`config.mk`:
```
export PLATFORM = sky130hd
export DESIGN_NAME = ksConsole
export DESIGN_NICKNAME = d
export VERILOG_FILES = /design/src/design/ksBusPkg.sv /design/src/design/ksConsole.sv
export SDC_FILE = /design/constraint.sdc
export NUM_CORES = 2
export LEC_CHECK = 0
export BUFFER_PORTS_ARGS = -buffer_cell sky130_fd_sc_hd__buf_2
export CAP_MARGIN = 30
export CORE_MARGIN = 3
export CORE_UTILIZATION = 62
export DETAILED_ROUTE_END_ITERATION = 7
export PLACE_DENSITY = 0.79
export SYNTH_ARGS = -nofsm -noshare
export SYNTH_HDL_FRONTEND = slang
export SYNTH_SLANG_ARGS = --single-unit
```
`constraint.sdc`:
```
create_clock -name clk -period 4.2 [get_ports clk]
set_input_delay 0.42 -clock clk [delete_from_list [all_inputs] [get_ports clk]]
set_output_delay 0.42 -clock clk [all_outputs]
set_load 0.01 [all_outputs]
```
`src/design/ksBusPkg.sv`:
```
// KS-10 backplane shared definitions
// Bus word and address types, address flag bit positions
// Cycle kind and halt cause enums, cycle decode function
// Fixed console IO and halt status addresses
`default_nettype none

package ksBusPkg;

   // 36-bit word, bit 0 is the MSB as on the KS-10
   typedef logic [0:35] wordT;

   // Physical or IO address, word bits 18 to 35
   typedef logic [0:17] addrT;

   ////////////////////////////////////////////////////////////
   // Address word flag positions
   ////////////////////////////////////////////////////////////
   localparam int flagRead     = 3;
   localparam int flagWrite    = 5;
   localparam int flagPhysical = 8;
   localparam int flagIo       = 10;

   // Cycle kind seen on the bus
   typedef enum logic [2:0] {
      cycleNone,
      cycleMemRead,
      cycleMemWrite,
      cycleIoRead,
      cycleIoWrite
   } busCycleE;

   // Halt codes as left in memory location 0 by the microcode
   typedef enum logic [11:0] {
      haltStartup         = 12'o0000,
      haltInstr           = 12'o0001,
      haltConsole         = 12'o0002,
      haltIoPageFail      = 12'o0100,
      haltIllegalInt      = 12'o0101,
      haltZeroVector      = 12'o0102,
      haltIllegalDispatch = 12'o1000,
      haltStartupCheck    = 12'o1005,
      haltUnknown         = 12'o7777
   } haltCauseE;

   ////////////////////////////////////////////////////////////
   // Console IO addresses
   ////////////////////////////////////////////////////////////
   localparam addrT vectorAddr      = 18'o200000;
   localparam addrT conHaltCodeAddr = 18'o200001;
   localparam addrT conHaltPcAddr   = 18'o200002;
   localparam addrT conHsbAddr      = 18'o200100;

   // Halt status locations in physical memory
   localparam addrT haltCodeAddr = 18'o000000;
   localparam addrT haltPcAddr   = 18'o000001;
   localparam addrT hsbBase      = 18'o376000;
   localparam int   hsbWords     = 18;

   // Only physical cycles with exactly one of read or write are valid
   function automatic busCycleE decodeCycle(input wordT a);
      busCycleE kind;
      kind = cycleNone;
      if (a[flagPhysical] && (a[flagRead] != a[flagWrite]))
      begin
         if (a[flagIo] && a[flagRead])
            kind = cycleIoRead;
         else if (a[flagIo])
            kind = cycleIoWrite;
         else if (a[flagRead])
            kind = cycleMemRead;
         else
            kind = cycleMemWrite;
      end
      return kind;
   endfunction

endpackage

`default_nettype wire

```
`src/design/ksConsole.sv`:
```
// KS-10 console bus slave
// Answers the execute/start vector IO read with a fixed JRST word
// Snoops halt code, halt PC and halt status block memory writes
// Halt registers readable through console IO addresses
`timescale 1ns/10ps
`default_nettype none

module ksConsole
   import ksBusPkg::*;
#(
   parameter wordT startVector = 36'o254000030600
)
(
   input  wire logic      clk,
   input  wire logic      rst,
   input  wire logic      req,
   input  wire wordT      addr,
   input  wire wordT      wrData,
   output logic           ack,
   output wordT           rdData,
   output logic           haltSeen,
   output haltCauseE      haltCause
);

   busCycleE  cycle;
   addrT      busAddr;
   addrT      memOff;
   addrT      conOff;
   logic      inHsbMem;
   logic      inHsbCon;
   logic      conHit;
   wordT      conNext;

   // Stored halt status
   wordT      haltCode;
   wordT      haltPc;
   wordT      hsbRegs [hsbWords];

   assign cycle   = decodeCycle(addr);
   assign busAddr = addr[18:35];

   // Offsets into the halt status block, memory side and readback side
   assign memOff   = busAddr - hsbBase;
   assign conOff   = busAddr - conHsbAddr;
   assign inHsbMem = (busAddr >= hsbBase) && (memOff < addrT'(hsbWords));
   assign inHsbCon = (busAddr >= conHsbAddr) && (conOff < addrT'(hsbWords));

   // Low 12 bits of the halt code word select the cause
   function automatic haltCauseE mapCause(input logic [11:0] code);
      haltCauseE cause;
      case (code)
         12'o0000 : cause = haltStartup;
         12'o0001 : cause = haltInstr;
         12'o0002 : cause = haltConsole;
         12'o0100 : cause = haltIoPageFail;
         12'o0101 : cause = haltIllegalInt;
         12'o0102 : cause = haltZeroVector;
         12'o1000 : cause = haltIllegalDispatch;
         12'o1005 : cause = haltStartupCheck;
         default  : cause = haltUnknown;
      endcase
      return cause;
   endfunction

   ////////////////////////////////////////////////////////////
   // IO read decode
   ////////////////////////////////////////////////////////////
   always_comb
   begin
      conHit  = 1'b0;
      conNext = '0;
      if (req && (cycle == cycleIoRead))
      begin
         // Start vector read by microcode at power-up
         if (busAddr == vectorAddr)
         begin
            conHit  = 1'b1;
            conNext = startVector;
         end
         else if (busAddr == conHaltCodeAddr)
         begin
            conHit  = 1'b1;
            conNext = haltCode;
         end
         else if (busAddr == conHaltPcAddr)
         begin
            conHit  = 1'b1;
            conNext = haltPc;
         end
         else if (inHsbCon)
         begin
            conHit  = 1'b1;
            conNext = hsbRegs[conOff[13:17]];
         end
      end
   end

   // Response registered one cycle after req
   always_ff @(posedge clk)
   begin
      if (rst)
         ack <= 1'b0;
      else
         ack <= conHit;
   end

   always_ff @(posedge clk)
   begin
      rdData <= conNext;
   end

   ////////////////////////////////////////////////////////////
   // Halt status snoop
   ////////////////////////////////////////////////////////////
   always_ff @(posedge clk)
   begin
      if (rst)
      begin
         haltCode  <= '0;
         haltPc    <= '0;
         haltSeen  <= 1'b0;
         haltCause <= haltStartup;
         for (int i = 0; i < hsbWords; i++)
            hsbRegs[i] <= '0;
      end
      else
      begin
         haltSeen <= 1'b0;
         if (req && (cycle == cycleMemWrite))
         begin
            // Halt code write marks the halt itself
            if (busAddr == haltCodeAddr)
            begin
               haltCode  <= wrData;
               haltCause <= mapCause(wrData[24:35]);
               haltSeen  <= 1'b1;
            end
            else if (busAddr == haltPcAddr)
               haltPc <= wrData;
            else if (inHsbMem)
               hsbRegs[memOff[13:17]] <= wrData;
         end
      end
   end

endmodule

`default_nettype wire

```
==> results.md <==
| Result | Value | Unit |
| --- | --- | --- |
| Clock skew | 0.0278 | ns |
| Setup TNS Final | 0 | ns |
| Launch point of the worst reg-to-reg path | hsbRegs[13][0] | - |
| Power per standard cell area | 444 | nW/um^2 |
| Clock latency at the later pin of the worst-skew pair | 0.70 | ns |
| Clock transition at path regs | 0.06 | ns |
| Register area | 36700 | um^2 |
| Async set-or-reset flop fraction in the synthesized netlist | 0 | % |
| CP max stage cell | sky130_fd_sc_hd__or4_4 | - |
| Crit path capture | hsbRegs[10][34] | - |
| Post CTS Setup Buffer Count | 0 | - |
| Time the worst path needs with I/O delays and setup | 2.94 | ns |
| Hold buffer count at CTS | 0 | - |
| Post-synth EDFFs | 1144 | - |
| Number of endpoints failing setup at the final stage | 0 | - |
| Internal | 21.1 | mW |
| Final Routed Wirelength | 128000 | um |
| Area of the core | 83800 | um^2 |
| Starting density of the core | 62.6 | % |
| Biggest area consumer among synthesized cells | sky130_fd_sc_hd__edfxtp_1 | - |
| Sinks on the clock net | 1260 | - |
| Switching power | 5.61 | mW |
| All-layer global routing usage | 29.4 | % |
| Most common flop cell mapped by yosys | sky130_fd_sc_hd__edfxtp_1 | - |
| Vertical extent of the die | 297 | um |
| Leading cell types by count after synthesis | 1144 x sky130_fd_sc_hd__edfxtp_1, 389 x sky130_fd_sc_hd__and2_1, 306 x sky130_fd_sc_hd__mux4_2, 216 x sky130_fd_sc_hd__nor2_1, 180 x sky130_fd_sc_hd__nand2_1 | - |
| I/O pin total | 125 | - |
| Most common cell in the synthesized netlist | sky130_fd_sc_hd__edfxtp_1 | - |
| Share of total power in the clock network | 40.4 | % |
| Delay-heaviest family, CP | simple AND/OR/NAND/NOR gates | - |
| Non-filler cells, final | 4947 | - |
| Data required, critical path | 4.58 | ns |
| Pin count of the biggest net entering global routing | 84 | - |
| Die span in x | 297 | um |
| Instance count of the mapped netlist | 3119 | - |
| CP Launch Type | input pin | - |
| DIE AREA | 88200 | um^2 |
| Leak pwr | 21.5 | nW |
| Stages on worst setup path | 8 | - |
| Filler Cells Inserted | 5176 | - |
| Worst hold start | wrData[13] | - |
| Final hold violations | 0 | - |
| Biggest cell delay along the critical path | 0.55 | ns |
| Count of buffers inserted at the top-level ports | 110 | - |
| Number of DRC violations after detailed-routing iteration 0 | 3710 | - |
| Main combinational cell family by area after synthesis | multiplexers | - |
| Max-cap check violation count | 0 | - |
| Routed wirelength normalized by instance count | 25.9 | um |
| Slew Limit Fails | 0 | - |
| Critical path peak fanout | 42 | - |
| Global-route wire length before repair | 191000 | um |
| Number of distinct library cell variants in the gate-level netlist after synthesis | 61 | - |
| Maximum level of the CTS H-tree | 3 | - |
| Number of synthesized register bits | 1260 | - |
| Portion of synthesized cell area occupied by the leading cell type | 65.5 | % |
| Number of antenna violations at the first check in global routing | 13 | - |
| Beginning of the critical path | addr[7] | - |
| Number of placed instances with taps included | 4711 | - |
| Sequential-to-total area share from yosys stat | 69.9 | % |
| Fraction of final layout cells with drive strength greater than 1 | 21.4 | % |
| Max Freq | 340 | MHz |
| Crit path DAT | 3.32 | ns |
| Comb pwr share | 5.9 | % |
| Synthesis warning total | 0 | - |
| Chain of cells forming the critical path | buf_2 -> or4_4 -> or4_4 -> nor4_4 -> buf_12 -> and3_2 -> or2_2 -> buf_12 | - |
| Area share of fa/ha/maj cells after synthesis | 0.0715 | % |
| Post-synthesis cell area | 52500 | um^2 |
| First-pass detailed-route iteration total | 5 | - |
| Fraction of the mapped netlist area in simple logic gates | 9.67 | % |
| CP Class | input pin to flop | - |
| Worst relative slew slack | 31.8 | % |
| Number of placement rows | 106 | - |
| Compound-gate portion of the synthesized area | 3.01 | % |
| Count of vias placed by the detailed router | 30100 | - |
| Proportion of synthesized area in mux cells | 14.6 | % |
| Number of cells on the worst reg-to-reg path | 4 | - |
| Worst Path Buf+Inv | 3 | - |
| Worst slew pin tran | 1.02 | ns |
| Via count of the first global-routing pass | 31000 | - |
| Post_cts resized | 0 | - |
| Result of the run | complete, no violations | - |
| DP HPWL | 74300 | um |
| DRC viols | 0 | - |
| Xor/xnor cell area share of the yosys netlist | 0.0167 | % |
| Placer's final routability congestion estimate | 0.826 | - |
| Clock tree from TritonCTS | done | - |
| Post-layout net count | 3777 | - |
| Reg power frac | 53.7 | % |
| RSZ-0062 raised after global routing | no | - |
| Post-detailed-route via-to-cell ratio | 6.08 | - |
| Clock root cell | sky130_fd_sc_hd__clkbuf_16 | - |
| Num CTS Buffers | 120 | - |
| VDD IR-drop max | 0.326 | mV |
| Growth of design area from synthesis to finish | 14.7 | % |
| Fraction of the cycle the final worst path needs | 70.0 | % |
| Worst R2R Setup Slack | 2.19 | ns |
| HP Class | input pin to flop | - |
| Congestion Overflow GR | 0 | - |
| Cell types with the largest area share after synthesis | sky130_fd_sc_hd__edfxtp_1 65%, sky130_fd_sc_hd__mux4_2 13%, sky130_fd_sc_hd__and2_1 4.6%, sky130_fd_sc_hd__dfxtp_1 4.4%, sky130_fd_sc_hd__nor2_1 1.5% | - |
| Endpoint of the worst-slack reg-to-reg timing path | rdData[0] | - |
| Type of destination of the critical path | flop | - |
| Avg Cell Area, Syn | 16.8 | um^2 |
| Area occupied by multi-input gates | 16300 | um^2 |
| Number of routed nets with antenna violations | 0 | - |
| Maximum number of buffers from clock root to sink | 3 | - |
| Switching power share of the total | 21.0 | % |
flip-flops by register name, summed over array words and instances, names as in the netlist:
register	count
haltPc	36
rdData	36
haltCause	6
hsbRegs	1144
haltCode	36
haltSeen	1
ack	1
power groups by stage:
stage	Combinational, mW	Clock [mW]	Sequential, mW
4_1_cts	1.55	10.9	14.4
5_1_grt	1.67	11.4	14.4
3_5_place_dp	1.54	0	14.6
6_report	1.59	10.8	14.3
3_3_place_gp	1.52	0	14.6
2_1_floorplan	1.05	0	14.5
layout make-up:
cell class	count	area share (%)
inverters	44	0.274
well taps	1134	2.36
clock inverters	48	0.746
flip-flops and latches	1260	60.9
repair buffers	219	2.72
multi-input cells	2054	27.1
diodes	7	0.0291
clock buffers	181	5.85
placed cells by master, fill, tap and decap left out, drive strengths merged, types with 29 or more instances in the layout:
cell type,netlist,layout
dfxtp,116,116
clkbuf,153,181
conb,1,496
inv,44,46
clkinv,0,34
edfxtp,1144,1144
mux2i,67,67
mux4,306,306
and2,389,389
nor2,246,246
buf,103,219
a21oi,89,89
nand2,200,200
a22oi,29,29
cells by family after synthesis:
| group | Yosys count |
|---|---|
| AND/OR/NAND/NOR | 940 |
| XOR/XNOR | 1 |
| other | 1 |
| AO/OA/AOI/OAI | 231 |
| multiplexers | 383 |
| buffers and inverters | 300 |
| adder cells (fa/ha/maj) | 3 |
| flip-flops | 1260 |
metal layers:
layer,vias up,part of all wire (%),GRT usage (%)
met5,-,0.031,0
met4,6,3.9,11.5
met3,379,13,8.23
met1,15100,35,38.9
li1,12500,-,-
met2,2024,48,46.9
through the flow:
step	setup slack, ns	utilization (%)	hold WS (ns)	cell area, um^2	total power, mW
6_report	1.26	71.8	0.104	60200	26.7
5_1_grt	1.23	71.8	0.116	60200	27.4
4_1_cts	1.35	71.8	0.0661	60200	26.8
3_5_place_dp	0.637	67.0	0.444	56200	16.2
3_3_place_gp	0.681	67.0	0.439	56200	16.1
2_1_floorplan	0.700	-	0.432	54300	15.6
worst min-delay path: stages:
cell and delay [ns]:
sky130_fd_sc_hd__buf_2 0.18, sky130_fd_sc_hd__nand2_1 0.08, sky130_fd_sc_hd__a21oi_1 0.06
worst min-delay path by stage:
stage                   end  slack (ns)  cells past startpoint
3_5_place_dp    haltCode[4]        0.44                      2
5_1_grt          haltPc[13]        0.12                      3
4_1_cts        haltCode[13]        0.07                      3
2_1_floorplan  haltCode[10]        0.43                      2
3_3_place_gp   haltCode[31]        0.44                      2
6_report       haltCode[13]        0.10                      3
Power figures use the tool's default switching activity.
