**src/design/ksBusPkg.sv**
```systemverilog
// KS-10 backplane shared definitions
// Bus word and address types, address flag bit positions
// Cycle kind and halt cause enums, cycle decode function
// Fixed console IO and halt status addresses
`default_nettype none

package ksBusPkg;

   // 36-bit word, bit 0 is the MSB as on the KS-10
   typedef logic [0:35] wordT;

   // Physical or IO address, word bits 18 to 35
   typedef logic [0:17] addrT;

   ////////////////////////////////////////////////////////////
   // Address word flag positions
   ////////////////////////////////////////////////////////////
   localparam int flagRead     = 3;
   localparam int flagWrite    = 5;
   localparam int flagPhysical = 8;
   localparam int flagIo       = 10;

   // Cycle kind seen on the bus
   typedef enum logic [2:0] {
      cycleNone,
      cycleMemRead,
      cycleMemWrite,
      cycleIoRead,
      cycleIoWrite
   } busCycleE;

   // Halt codes as left in memory location 0 by the microcode
   typedef enum logic [11:0] {
      haltStartup         = 12'o0000,
      haltInstr           = 12'o0001,
      haltConsole         = 12'o0002,
      haltIoPageFail      = 12'o0100,
      haltIllegalInt      = 12'o0101,
      haltZeroVector      = 12'o0102,
      haltIllegalDispatch = 12'o1000,
      haltStartupCheck    = 12'o1005,
      haltUnknown         = 12'o7777
   } haltCauseE;

   ////////////////////////////////////////////////////////////
   // Console IO addresses
   ////////////////////////////////////////////////////////////
   localparam addrT vectorAddr      = 18'o200000;
   localparam addrT conHaltCodeAddr = 18'o200001;
   localparam addrT conHaltPcAddr   = 18'o200002;
   localparam addrT conHsbAddr      = 18'o200100;

   // Halt status locations in physical memory
   localparam addrT haltCodeAddr = 18'o000000;
   localparam addrT haltPcAddr   = 18'o000001;
   localparam addrT hsbBase      = 18'o376000;
   localparam int   hsbWords     = 18;

   // Only physical cycles with exactly one of read or write are valid
   function automatic busCycleE decodeCycle(input wordT a);
      busCycleE kind;
      kind = cycleNone;
      if (a[flagPhysical] && (a[flagRead] != a[flagWrite]))
      begin
         if (a[flagIo] && a[flagRead])
            kind = cycleIoRead;
         else if (a[flagIo])
            kind = cycleIoWrite;
         else if (a[flagRead])
            kind = cycleMemRead;
         else
            kind = cycleMemWrite;
      end
      return kind;
   endfunction

endpackage

`default_nettype wire

```
**src/design/ksBusResp.sv**
```systemverilog
// KS-10 bus response stage
// Tracks the outstanding request and merges slave acknowledges
// Non-existent address flagged when no slave answered
`timescale 1ns/10ps
`default_nettype none

module ksBusResp
   import ksBusPkg::*;
(
   input  wire logic clk,
   input  wire logic rst,
   input  wire logic req,
   input  wire logic conAck,
   input  wire wordT conData,
   input  wire logic memAck,
   input  wire wordT memData,
   output logic      respValid,
   output wordT      respData,
   output logic      respNxm
);

   // Request issued in the previous cycle
   logic pending;
   logic anyAck;

   ////////////////////////////////////////////////////////////
   // Outstanding request
   ////////////////////////////////////////////////////////////
   always_ff @(posedge clk)
   begin
      if (rst)
         pending <= 1'b0;
      else
         pending <= req;
   end

   // Slaves answer in the cycle after req, same as pending
   assign anyAck    = conAck || memAck;
   assign respValid = pending;
   assign respNxm   = pending && !anyAck;

   ////////////////////////////////////////////////////////////
   // Data merge
   ////////////////////////////////////////////////////////////
   // Address spaces are disjoint so at most one ack is high
   always_comb
   begin
      if (conAck)
         respData = conData;
      else if (memAck)
         respData = memData;
      else
         respData = '0;
   end

endmodule

`default_nettype wire

```
**config.mk**
```make
export PLATFORM = sky130hd
export DESIGN_NAME = ksBusResp
export DESIGN_NICKNAME = d
export VERILOG_FILES = /design/src/design/ksBusPkg.sv /design/src/design/ksBusResp.sv
export SDC_FILE = /design/constraint.sdc
export NUM_CORES = 1
export LEC_CHECK = 0
export BUFFER_PORTS_ARGS = -buffer_cell sky130_fd_sc_hd__buf_2
export CAP_MARGIN = 20
export CORE_ASPECT_RATIO = 0.75
export CORE_MARGIN = 2
export CORE_UTILIZATION = 22
export CTS_CLUSTER_SIZE = 14
export DETAILED_ROUTE_END_ITERATION = 8
export PLACE_DENSITY = 0.88
export SETUP_SLACK_MARGIN = 0.1
export SYNTH_ARGS = -nofsm -noshare
export SYNTH_HDL_FRONTEND = slang
export SYNTH_SLANG_ARGS = --single-unit
```
**constraint.sdc**
```tcl
create_clock -name clk -period 0.8 [get_ports clk]
set_input_delay 0.08 -clock clk [delete_from_list [all_inputs] [get_ports clk]]
set_output_delay 0.08 -clock clk [all_outputs]
set_load 0.1 [all_outputs]
```
==> implementation parameters, run 1 <==
Parameter                              Value

Synthesis
  Number of synthesized register bits    1
  Distinct cells, synth    11
  Count of flip-flops with a built-in enable after synthesis    0
  Cell type with the highest aggregate area in the netlist    sky130_fd_sc_hd__a22o_1
  Post-synthesis sequential area ratio    0.0424
  Most repeated cell in the gate-level netlist after synthesis    sky130_fd_sc_hd__a22o_1
  Most frequently used flop master after synthesis    sky130_fd_sc_hd__dfxtp_1
  Instance count of the mapped netlist    52
  List of most frequent post-synthesis cells    34 x sky130_fd_sc_hd__a22o_1, 4 x sky130_fd_sc_hd__nand2_1, 3 x sky130_fd_sc_hd__buf_12
  Top cell type's share of synthesized area    0.631
  Ys Warns    0
  Post-synthesis average cell area    approximately 9.1 µm²
  Net Count, Synth    around 130
  Ys async rst share    0
  Most area-consuming cells after synthesis    sky130_fd_sc_hd__a22o_1 63%, sky130_fd_sc_hd__buf_12 13%, sky130_fd_sc_hd__dfxtp_1 4.2%, sky130_fd_sc_hd__buf_4 3.2%, sky130_fd_sc_hd__nand2_1 3.2%
  Combined area of all synthesized cells    about 470 µm²

Placement
  Last weighted congestion value of the routability-driven placer    roughly 0.80
  Detailed placer's ending HPWL    between 3000 and 4000 µm
  Number of buffers added on ports    114

Run status
  Outcome    aborted with a tool error
  Step where the flow halted    clock tree synthesis (4_1_cts)
  Error text reported by the tool    [ERROR DPL-0038] Utilization greater than 100%, impossible to legalize

Floorplan
  Number of placement rows    14
  Die H    44.1 µm
  Number of I/O pins    roughly 120
  Width of the chip    57.5 µm
  Initial Utilization    0.234

Clock network
  Setup Fix Bufs, Post-CTS    1
  Post-cts hold buffer count    0
  CTS resizes    8
## through the flow
step | utilization | cells | setup WS (ns) | hold slack (ns) | instance area [µm²]
floorplan | - | 52 | -0.701 | 0.142 | 817
global placement | 0.973 | 188 | -0.173 | 0.226 | 1960
detailed placement | 0.973 | 188 | -0.223 | 0.245 | 1960
## logic make-up after synthesis
group,synth area share
AOI/OAI and AO/OA,0.653
and+or+nand+nor,0.101
DFF,0.0424
buffers and inverters,0.204
==> run 2: changes to the inputs <==
==> config.mk (replaced) <==
export PLATFORM = sky130hd
export DESIGN_NAME = ksBusResp
export DESIGN_NICKNAME = d
export VERILOG_FILES = /design/src/design/ksBusPkg.sv /design/src/design/ksBusResp.sv
export SDC_FILE = /design/constraint.sdc
export NUM_CORES = 1
export LEC_CHECK = 0
export BUFFER_PORTS_ARGS = -buffer_cell sky130_fd_sc_hd__buf_2
export CAP_MARGIN = 20
export CORE_AREA = 2 2 63 65
export DETAILED_ROUTE_END_ITERATION = 8
export DIE_AREA = 0 0 65 67
export PLACE_DENSITY_LB_ADDON = 0.15
export SYNTH_ARGS = -nofsm -noshare
export SYNTH_HDL_FRONTEND = slang
export SYNTH_SLANG_ARGS = --single-unit
==> run 2 against run 1 <==
  * The flow now finishes, with violations (setup timing)
  * Synthesized area stayed put
  * Synthesized cell count unchanged
==> implementation parameters, run 2 <==
Parameter                              Value

Cells and area
  Most frequent cells in the layout    75 x sky130_fd_sc_hd__buf_2, 42 x sky130_fd_sc_hd__buf_12, 34 x sky130_fd_sc_hd__a22o_4, 4 x sky130_fd_sc_hd__nand2_1, 3 x sky130_fd_sc_hd__buf_4
  Most frequent standard cell in the layout excluding fill and tap cells    sky130_fd_sc_hd__buf_2
  Net count of the finished layout    roughly 250
  Layout Utilization    0.582
  Diodes inserted    0
  Max reg flops    1
  Fill cell count    between 300 and 400
  Fraction of layout cells with a size suffix above 1    0.970
  Synth-to-Final Area Change    345%

GRT
  Global-route total usage across every layer    0.135
  First-pass GRT wire length    between 4000 and 5000 µm
  GRT overflow    0
  Largest net degree at the start of global routing    19
  Vias in the first global route    ~1000
  Antenna violations before repair    0

Floorplan
  Number of I/O pins    115 (unchanged)
  Width of the chip    65 µm (+13%)
  Die area    4360 µm²
  Initial Utilization    0.131 (-0.103)
  Number of placement rows    22 (+8)
  Die H    67 µm (+52%)
  Total core area    approximately 3600 µm²

Synthesis
  Ys Warns    0 (unchanged)
  Distinct cells, synth    11 (unchanged)
  Count of flip-flops with a built-in enable after synthesis    0 (unchanged)
  Most frequently used flop master after synthesis    sky130_fd_sc_hd__dfxtp_1
  Number of synthesized register bits    1 (unchanged)
  Most repeated cell in the gate-level netlist after synthesis    sky130_fd_sc_hd__a22o_1
  Top cell type's share of synthesized area    0.631 (unchanged)
  List of most frequent post-synthesis cells    34 x sky130_fd_sc_hd__a22o_1, 4 x sky130_fd_sc_hd__nand2_1, 3 x sky130_fd_sc_hd__buf_12
  Net Count, Synth    129 (unchanged)
  Post-synthesis sequential area ratio    0.0424 (unchanged)
  Instance count of the mapped netlist    52 (unchanged)
  Cell type with the highest aggregate area in the netlist    sky130_fd_sc_hd__a22o_1
  Post-synthesis average cell area    9.07 µm² (unchanged)
  Ys async rst share    0 (unchanged)
  Most area-consuming cells after synthesis    sky130_fd_sc_hd__a22o_1 63%, sky130_fd_sc_hd__buf_12 13%, sky130_fd_sc_hd__dfxtp_1 4.2%, sky130_fd_sc_hd__buf_4 3.2%, sky130_fd_sc_hd__nand2_1 3.2%
  Combined area of all synthesized cells    472 µm² (unchanged)

Placement
  Number of buffers added on ports    114 (unchanged)
  Last weighted congestion value of the routability-driven placer    0.641 (-20%)
  Worst slack, placed    -0.190 ns (+0.0338 ns)

Power
  Total power of the final layout    2.49 mW
  Leak pwr    approximately 1.0 nW
  VDD IR max    approximately 0.6 mV
  Power Density    1190 nW/µm²

Critical path
  Maximum single-stage delay on the critical path    roughly 0.27 ns
  Crit path DAT    0.88 ns
  Critical Path Source Type    input port
  Most repeated library cell on the critical path    sky130_fd_sc_hd__buf_12
  Critical Setup Path Class    input port to primary output
  Maximum fanout along the worst path    6
  Sort of element at the end of the critical path    primary output
  Data required, critical path    approximately 0.72 ns
  List of cells traversed by the critical path    buf_12 -> bufbuf_16 -> a22o_4 -> buf_12
  Cell with the largest stage delay on the worst path    sky130_fd_sc_hd__bufbuf_16

Route
  DR pass1 iterations    4
  DRC    0
  Per-cell routed wire length    ~14 µm
  Iteration-0 DRC Markers    10
  Count of nets left with antenna violations after detail routing    0
  Number of vias in the routed layout    roughly 950
  Total routed wirelength    a little over 3000 µm
  Via density per instance    approximately 4.4

STA
  Count of final setup violators    37
  Worst hold margin    around 0.23 ns
  Number of hold violations in the final report    0
  Fin Setup TNS    -5.40 ns
  Worst slew pin tran    0.250 ns
  RSZ-0062 raised after global routing    true
  Final critical path time including I/O delays and setup    approximately 0.96 ns
  Maximum clock frequency    between 1000 and 1500 MHz
  Count of pins over their slew limit    0
  Share of the cycle needed by the critical path after routing    1.20
  Final Worst Setup Slack    -0.163 ns
  Slew Limit Headroom    0.833

Run status
  Violated checks    setup timing
  Outcome    finished, violations left

Worst hold path
  Hold Path Depth    2
  Worst Min Path Start    rst
  Terminating pin of the worst hold path    respValid
  Hold WC Path Type    input port to flip-flop

Run
  Max capacitance violation total    0

Clock network
  Clock-pin slew on the worst setup and hold paths    0 ns
-- run 2: cell counts after synthesis --
Identical to the previous run, type by type.
-- run 2: logic make-up after synthesis --
logic type	after synthesis	share of synthesized area
compound gates	36	0.653
buf+inv	8	0.204
flops	1	0.0424
simple gates	7	0.101
-- run 2: routing by layer --
layer  track usage  share of wire  wire length [µm]
met2         0.280           0.53              1610
met4        0.0133         0.0089                27
met1         0.139           0.32               984
met5             0              0                 0
met3        0.0321           0.13               406
-- run 2: critical path, delay by kind of cell --
family	cells	cell delay, ns
buffers and inverters	3	0.55
AO/OA/AOI/OAI	1	0.25
-- run 2: area by class of cell --
type | count | area (µm²) | area share
Timing Repair Buffer | 123 | 1330 | 0.635
Tap cell | 48 | 60.1 | 0.0286
Multi-Input combinational cell | 43 | 682 | 0.325
Sequential cell | 1 | 23.8 | 0.0113
-- run 2: timing repair --
action                                  4_1_cts  5_1_grt
pin swaps                                     2        2
hold buffers                                  0        0
setup buffers                                 0        0
gates resized for setup                       5        0
cloned                                        3        0
endpoints found under the setup margin       37       37
-- run 2: per-stage QoR --
| stage | std cells | area [µm²] |
|---|---|---|
| 3_5_place_dp | 212 | 1990 |
| 3_3_place_gp | 212 | 1990 |
| 2_1_floorplan | 52 | 817 |
| 5_1_grt | 215 | 2100 |
| 6_report | 215 | 2100 |
| 4_1_cts | 215 | 2100 |
-- run 2: power by group --
group	leakage (nW)	internal (mW)	switching (mW)
Sequential	0.00891	0.0522	0.00147
Combinational	1.04	1.01	1.42
Clock	0	0	0
-- run 2: worst max-delay path by stage --
stage / startpoint / end / slack [ns] / cells past startpoint
4_1_cts: conAck / respData[30] / -0.17 / 5
3_3_place_gp: conAck / respData[29] / -0.17 / 5
6_report: conAck / respData[22] / -0.16 / 4
5_1_grt: conAck / respData[17] / -0.20 / 5
3_5_place_dp: conAck / respData[30] / -0.19 / 5
2_1_floorplan: respValid / respNxm / -0.70 / 1
Power figures use the tool's default switching activity.
==> run 3: changes to the inputs <==
--- a/config.mk
+++ b/config.mk
@@ -10,7 +10,6 @@
 export CORE_AREA = 2 2 63 65
 export DETAILED_ROUTE_END_ITERATION = 8
 export DIE_AREA = 0 0 65 67
-export PLACE_DENSITY_LB_ADDON = 0.15
 export SYNTH_ARGS = -nofsm -noshare
 export SYNTH_HDL_FRONTEND = slang
 export SYNTH_SLANG_ARGS = --single-unit
==> run 3 against run 2 <==
  * The flow still finishes with violations (setup timing)
  * First-iteration DRC count down 20%
  * Cell count is the same
  * Critical path depth is 1 higher
  * Critical endpoint is now respData[16]
  * Largest cell class unchanged
==> implementation parameters, run 3 (synthesized netlist as in run 2, its figures left out) <==
Parameter                              Value

Run status
  Outcome    finished, violations left
  Violated checks    setup timing

Critical path
  Data required, critical path    0.72 ns (about the same)
  Maximum fanout along the worst path    20 (+14)
  Crit path DAT    0.90 ns (+0.02 ns)
  Critical Setup Path Class    input port to primary output
  Critical Path Source Type    input port
  Sort of element at the end of the critical path    primary output
  Setup crit start    conAck

Power
  Logic gate share of total power    0.979 (about the same)
  P_int    1.06 mW (+0.15%)
  Total power of the final layout    2.49 mW (about the same)
  Leak pwr    1.05 nW (+0.12%)
  Switching pwr    1.42 mW (about the same)
  Sequential power share    0.021 (about the same)
  Share of total power in the clock network    0 (unchanged)
  Fraction of power spent switching nets    0.572 (about the same)
  Power Density    1180 nW/µm² (-0.16%)
  VDD IR max    0.677 mV (+11%)

Route
  Iteration-0 DRC Markers    8 (-2)
  Count of nets left with antenna violations after detail routing    0 (unchanged)
  Number of vias in the routed layout    948 (-0.52%)
  Via density per instance    4.41 (-0.52%)
  Wire length on met3    398 µm (-2.0%)
  DRC    0 (unchanged)
  Met2 wire len    1670 µm (+3.5%)
  DR pass1 iterations    3 (-1)
  Top Metal Used    met3
  Total routed wirelength    2950 µm (-2.7%)
  Post-route met1 wirelength    882 µm (-10%)
  Per-cell routed wire length    13.7 µm (-2.7%)

STA
  Worst slew pin tran    0.212 ns (-0.0385 ns)
  Final Worst Setup Slack    -0.183 ns (-0.0193 ns)
  RSZ-0062 raised after global routing    true
  Share of the cycle needed by the critical path after routing    1.23 (+0.0241)
  Maximum clock frequency    1020 MHz (-2.0%)
  Slew Limit Headroom    0.859 (+0.0257)
  Fin Setup TNS    -5.75 ns (-0.345 ns)
  Count of pins over their slew limit    0 (unchanged)
  Number of hold violations in the final report    0 (unchanged)
  Worst hold margin    0.241 ns (+0.0109 ns)
  Count of final setup violators    37 (unchanged)
  Final critical path time including I/O delays and setup    0.983 ns (+0.0193 ns)

Cells and area
  Diodes inserted    0 (unchanged)
  Max reg flops    1 (unchanged)
  Most frequent standard cell in the layout excluding fill and tap cells    sky130_fd_sc_hd__buf_2
  Fraction of layout cells with a size suffix above 1    0.970 (unchanged)
  Synth-to-Final Area Change    345%
  Most frequent cells in the layout    75 x sky130_fd_sc_hd__buf_2, 42 x sky130_fd_sc_hd__buf_12, 34 x sky130_fd_sc_hd__a22o_4, 4 x sky130_fd_sc_hd__nand2_1
  Layout Utilization    0.583 (+0.00104)
  Net count of the finished layout    246 (unchanged)

Clock network
  Setup Fix Bufs, Post-CTS    0 (unchanged)
  Post-cts hold buffer count    0 (unchanged)
  Clock-pin slew on the worst setup and hold paths    0 ns (unchanged)

Placement
  Detailed placer's ending HPWL    around 2500 µm
  Last weighted congestion value of the routability-driven placer    0.672 (+4.9%)
  Number of buffers added on ports    114 (unchanged)
  Worst slack, placed    -0.278 ns (-0.0885 ns)

Worst hold path
  Worst Min Path Start    rst
  Hold WC Path Type    input port to flip-flop
  Hold Path Depth    2 (unchanged)
  Terminating pin of the worst hold path    respValid

GRT
  Vias in the first global route    991 (-4.7%)
  Global-route total usage across every layer    0.129 (-0.00609)
  Largest net degree at the start of global routing    21 (+2)
  GRT overflow    0 (unchanged)
  Antenna violations before repair    0 (unchanged)
  First-pass GRT wire length    4470 µm (-3.8%)

Floorplan
  Number of I/O pins    115 (unchanged)
  Width of the chip    65 µm (unchanged)
  Die H    67 µm (unchanged)
  Die area    4360 µm² (unchanged)
  Number of placement rows    22 (unchanged)
  Initial Utilization    0.131 (unchanged)
  Total core area    3610 µm² (unchanged)

Run
  Max capacitance violation total    0 (unchanged)
## run 3: cell counts in the layout (fill, tap and decap cells not counted)
No cell type changed its count.
## run 3: worst max path at each step
stage / endpoint / depth (start not counted) / slack, ns
after detailed placement: respData[34] / 5 / -0.28
final: respData[16] / 5 / -0.18
after CTS: respData[16] / 5 / -0.20
after global routing: respData[16] / 5 / -0.23
after global placement: respData[34] / 5 / -0.24
after floorplan: respNxm / 1 / -0.70
## run 3: per-stage QoR
stage / std cells / area [µm²]
floorplan: 52 / 817
global placement: 212 / 1980
detailed placement: 212 / 1980
CTS: 215 / 2100
global route: 215 / 2100
finish: 215 / 2100
## run 3: layout make-up
class | instances | area, µm²
fill | 287 | 1510
tap | 48 | 60.1
multi-input combinational | 43 | 682
timing repair buffer | 123 | 1340
sequential | 1 | 23.8
## run 3: timing repair
action	4_1_cts	5_1_grt
pin swaps	1	1
gates resized for setup	8	1
cloned	3	0
setup endpoints to repair	37	37
## run 3: critical path: stages
cell	delay (ns)
sky130_fd_sc_hd__buf_12	0.12
sky130_fd_sc_hd__nor2b_4	0.18
sky130_fd_sc_hd__buf_12	0.20
sky130_fd_sc_hd__a22o_4	0.15
sky130_fd_sc_hd__buf_12	0.17
## run 3: layer usage
layer  global-route usage  vias to the layer above
li1                     -                      452
met1                0.125                      427
met2                0.273                       69
met3               0.0439                        0
met4                    0                        0
met5                    0                        -
## run 3: power by group through the flow
| stage | sequential, mW | clock [mW] | combinational (mW) |
|---|---|---|---|
| floorplan | 0.0732 | 0 | 1.47 |
| global placement | 0.0534 | 0 | 2.36 |
| detailed placement | 0.0535 | 0 | 2.38 |
| CTS | 0.0536 | 0 | 2.46 |
| global route | 0.0541 | 0 | 2.51 |
| finish | 0.0535 | 0 | 2.44 |
==> run 4: changes to the inputs <==
--- a/config.mk
+++ b/config.mk
@@ -10,6 +10,7 @@
 export CORE_AREA = 2 2 63 65
 export DETAILED_ROUTE_END_ITERATION = 8
 export DIE_AREA = 0 0 65 67
+export GPL_TIMING_DRIVEN = 1
 export SYNTH_ARGS = -nofsm -noshare
 export SYNTH_HDL_FRONTEND = slang
 export SYNTH_SLANG_ARGS = --single-unit
==> constraint.sdc (replaced) <==
create_clock -name clk -period 0.9 [get_ports clk]
set_input_delay 0.09 -clock clk [delete_from_list [all_inputs] [get_ports clk]]
set_output_delay 0.09 -clock clk [all_outputs]
set_load 0.1 [all_outputs]
==> run 4 against run 3 <==
  * The run still ends with setup timing left
  * First-iteration DRC count down 13%
  * Largest cell class unchanged
  * Combinational power down 14%
  * Die area unchanged
  * Routed wire length about the same
  * Hold slack better by 0.0045 ns
  * Design area down 4.6%
  * Cell count down 1.4%
  * Sequential power down 8.8%
  * Critical path depth unchanged
  * Worst setup slack better by 0.10 ns
  * Sequential share of layout area up 0.054 points
==> implementation parameters, run 4 (synthesized netlist as in run 2, its figures left out) <==
Parameter                              Value

Clock network
  Setup Fix Bufs, Post-CTS    0 (unchanged)
  Clock-pin slew on the worst setup and hold paths    0 ns (unchanged)
  Post-cts hold buffer count    0 (unchanged)

Critical path
  Maximum fanout along the worst path    15 (-25%)
  Crit path DAT    0.89 ns (about the same)
  Critical Setup Path Class    input port to primary output
  Data required, critical path    0.81 ns (+0.09 ns)
  Critical Path Source Type    input port
  Sort of element at the end of the critical path    primary output

GRT
  First-pass GRT wire length    4420 µm (-1.1%)
  Antenna violations before repair    0 (unchanged)
  Largest net degree at the start of global routing    21 (unchanged)
  Vias in the first global route    999 (+0.81%)
  Global-route total usage across every layer    0.128 (-0.000665)
  GRT overflow    0 (unchanged)

STA
  Fin Setup TNS    -2.20 ns (+3.55 ns)
  Count of final setup violators    37 (unchanged)
  Worst slew pin tran    0.236 ns (+0.0243 ns)
  Final critical path time including I/O delays and setup    about 1 ns
  Final Worst Setup Slack    -0.0828 ns (+0.0999 ns)
  Slew Limit Headroom    0.843 (-0.0162)
  Count of pins over their slew limit    0 (unchanged)
  Maximum clock frequency    between 1000 and 1500 MHz
  Share of the cycle needed by the critical path after routing    1.09
  RSZ-0062 raised after global routing    true
  Number of hold violations in the final report    0 (unchanged)

Route
  Total routed wirelength    2950 µm (about the same)
  DR pass1 iterations    2 (-1)
  DRC    0 (unchanged)
  Iteration-0 DRC Markers    7 (-1)
  Via density per instance    4.41 (about the same)
  Per-cell routed wire length    13.9 µm (+1.3%)
  Count of nets left with antenna violations after detail routing    0 (unchanged)
  Number of vias in the routed layout    934 (-1.5%)

Cells and area
  Fraction of layout cells with a size suffix above 1    0.970 (about the same)
  Max reg flops    1 (unchanged)
  Net count of the finished layout    243 (-1.2%)
  Layout Utilization    0.556 (-0.0267)
  Most frequent cells in the layout    74 x sky130_fd_sc_hd__buf_2, 40 x sky130_fd_sc_hd__buf_12, 34 x sky130_fd_sc_hd__a22o_4, 4 x sky130_fd_sc_hd__nand2_1, 4 x sky130_fd_sc_hd__buf_6
  Diodes inserted    0 (unchanged)
  Synth-to-Final Area Change    325%
  Most frequent standard cell in the layout excluding fill and tap cells    sky130_fd_sc_hd__buf_2

Floorplan
  Number of I/O pins    115 (unchanged)
  Die H    67 µm (unchanged)
  Initial Utilization    0.131 (unchanged)
  Width of the chip    65 µm (unchanged)
  Total core area    3610 µm² (unchanged)
  Die area    4360 µm² (unchanged)
  Number of placement rows    22 (unchanged)

Placement
  Detailed placer's ending HPWL    2630 µm (+4.8%)
  Last weighted congestion value of the routability-driven placer    0.655 (-2.5%)
  Number of buffers added on ports    114 (unchanged)

Run
  Max capacitance violation total    0 (unchanged)

Run status
  Outcome    finished, violations left
  Violated checks    setup timing

Power
  Logic gate share of total power    0.977 (-0.002)
  Sequential power share    0.023 (+0.002)
  Switching pwr    1.26 mW (-11%)
  Power Density    1080 nW/µm² (-9.1%)
  Share of total power in the clock network    0 (unchanged)
  VDD IR max    0.573 mV (-15%)
  P_int    0.897 mW (-16%)
  Leak pwr    0.994 nW (-5.1%)
  Fraction of power spent switching nets    0.584 (+0.0122)

Worst hold path
  Hold WC Path Type    input port to flip-flop
run 4: cell count changes in the layout (fill, tap and decap cells not counted):
cell,delta
sky130_fd_sc_hd__bufbuf_16,-2
sky130_fd_sc_hd__buf_2,-1
sky130_fd_sc_hd__buf_8,+1
sky130_fd_sc_hd__buf_16,-1
sky130_fd_sc_hd__buf_12,-2
sky130_fd_sc_hd__buf_6,+3
sky130_fd_sc_hd__buf_4,-1
run 4: critical path, stage by stage:
cell and delay, ns:
sky130_fd_sc_hd__buf_8 0.10, sky130_fd_sc_hd__nor2b_4 0.19, sky130_fd_sc_hd__buf_12 0.19, sky130_fd_sc_hd__a22o_4 0.14
sky130_fd_sc_hd__buf_12 0.17
run 4: per-layer routing:
| metal | share of wire | up-vias | wire, µm | GRT usage |
|---|---|---|---|---|
| met2 | 0.59 | 65 | 1730 | 0.281 |
| met4 | 0 | 0 | 0 | 0 |
| met1 | 0.28 | 426 | 817 | 0.116 |
| met3 | 0.14 | 0 | 403 | 0.0456 |
| met5 | 0 | - | 0 | 0 |
| li1 | - | 443 | - | - |
run 4: cell type report:
cell class	instances	area (µm²)
Fill cell	312	1600
Multi-Input combinational cell	43	682
Sequential cell	1	23.8
Tap cell	48	60.1
Timing Repair Buffer	120	1240
run 4: final timing paths:
| kind | from | end | slack, ns | depth (start not counted) |
|---|---|---|---|---|
| worst max-delay path | conAck | respData[20] | -0.08 | 5 |
| worst min-delay path | rst | respValid | 0.25 | 2 |
run 4: what timing repair did:
item | in CTS | in global routing
pin swaps | 1 | 2
setup endpoints to repair | 37 | 37
resized for setup | 7 | 0
run 4: through the flow:
stage,hold slack [ns],worst slack [ns],power (mW),instance area (µm²),std cells
after floorplan,0.152,-0.611,1.37,817,52
after global placement,0.242,-0.149,2.14,1980,212
after detailed placement,0.248,-0.196,2.16,1980,212
after CTS,0.248,-0.0910,2.18,2000,212
after global routing,0.262,-0.123,2.22,2000,212
final,0.245,-0.0828,2.16,2000,212
run 4: power groups by stage:
stage	sequential (mW)	combinational, mW	clock [mW]
global route	0.0491	2.17	0
floorplan	0.0651	1.31	0
global placement	0.0488	2.09	0
finish	0.0488	2.11	0
detailed placement	0.0489	2.11	0
CTS	0.0489	2.13	0
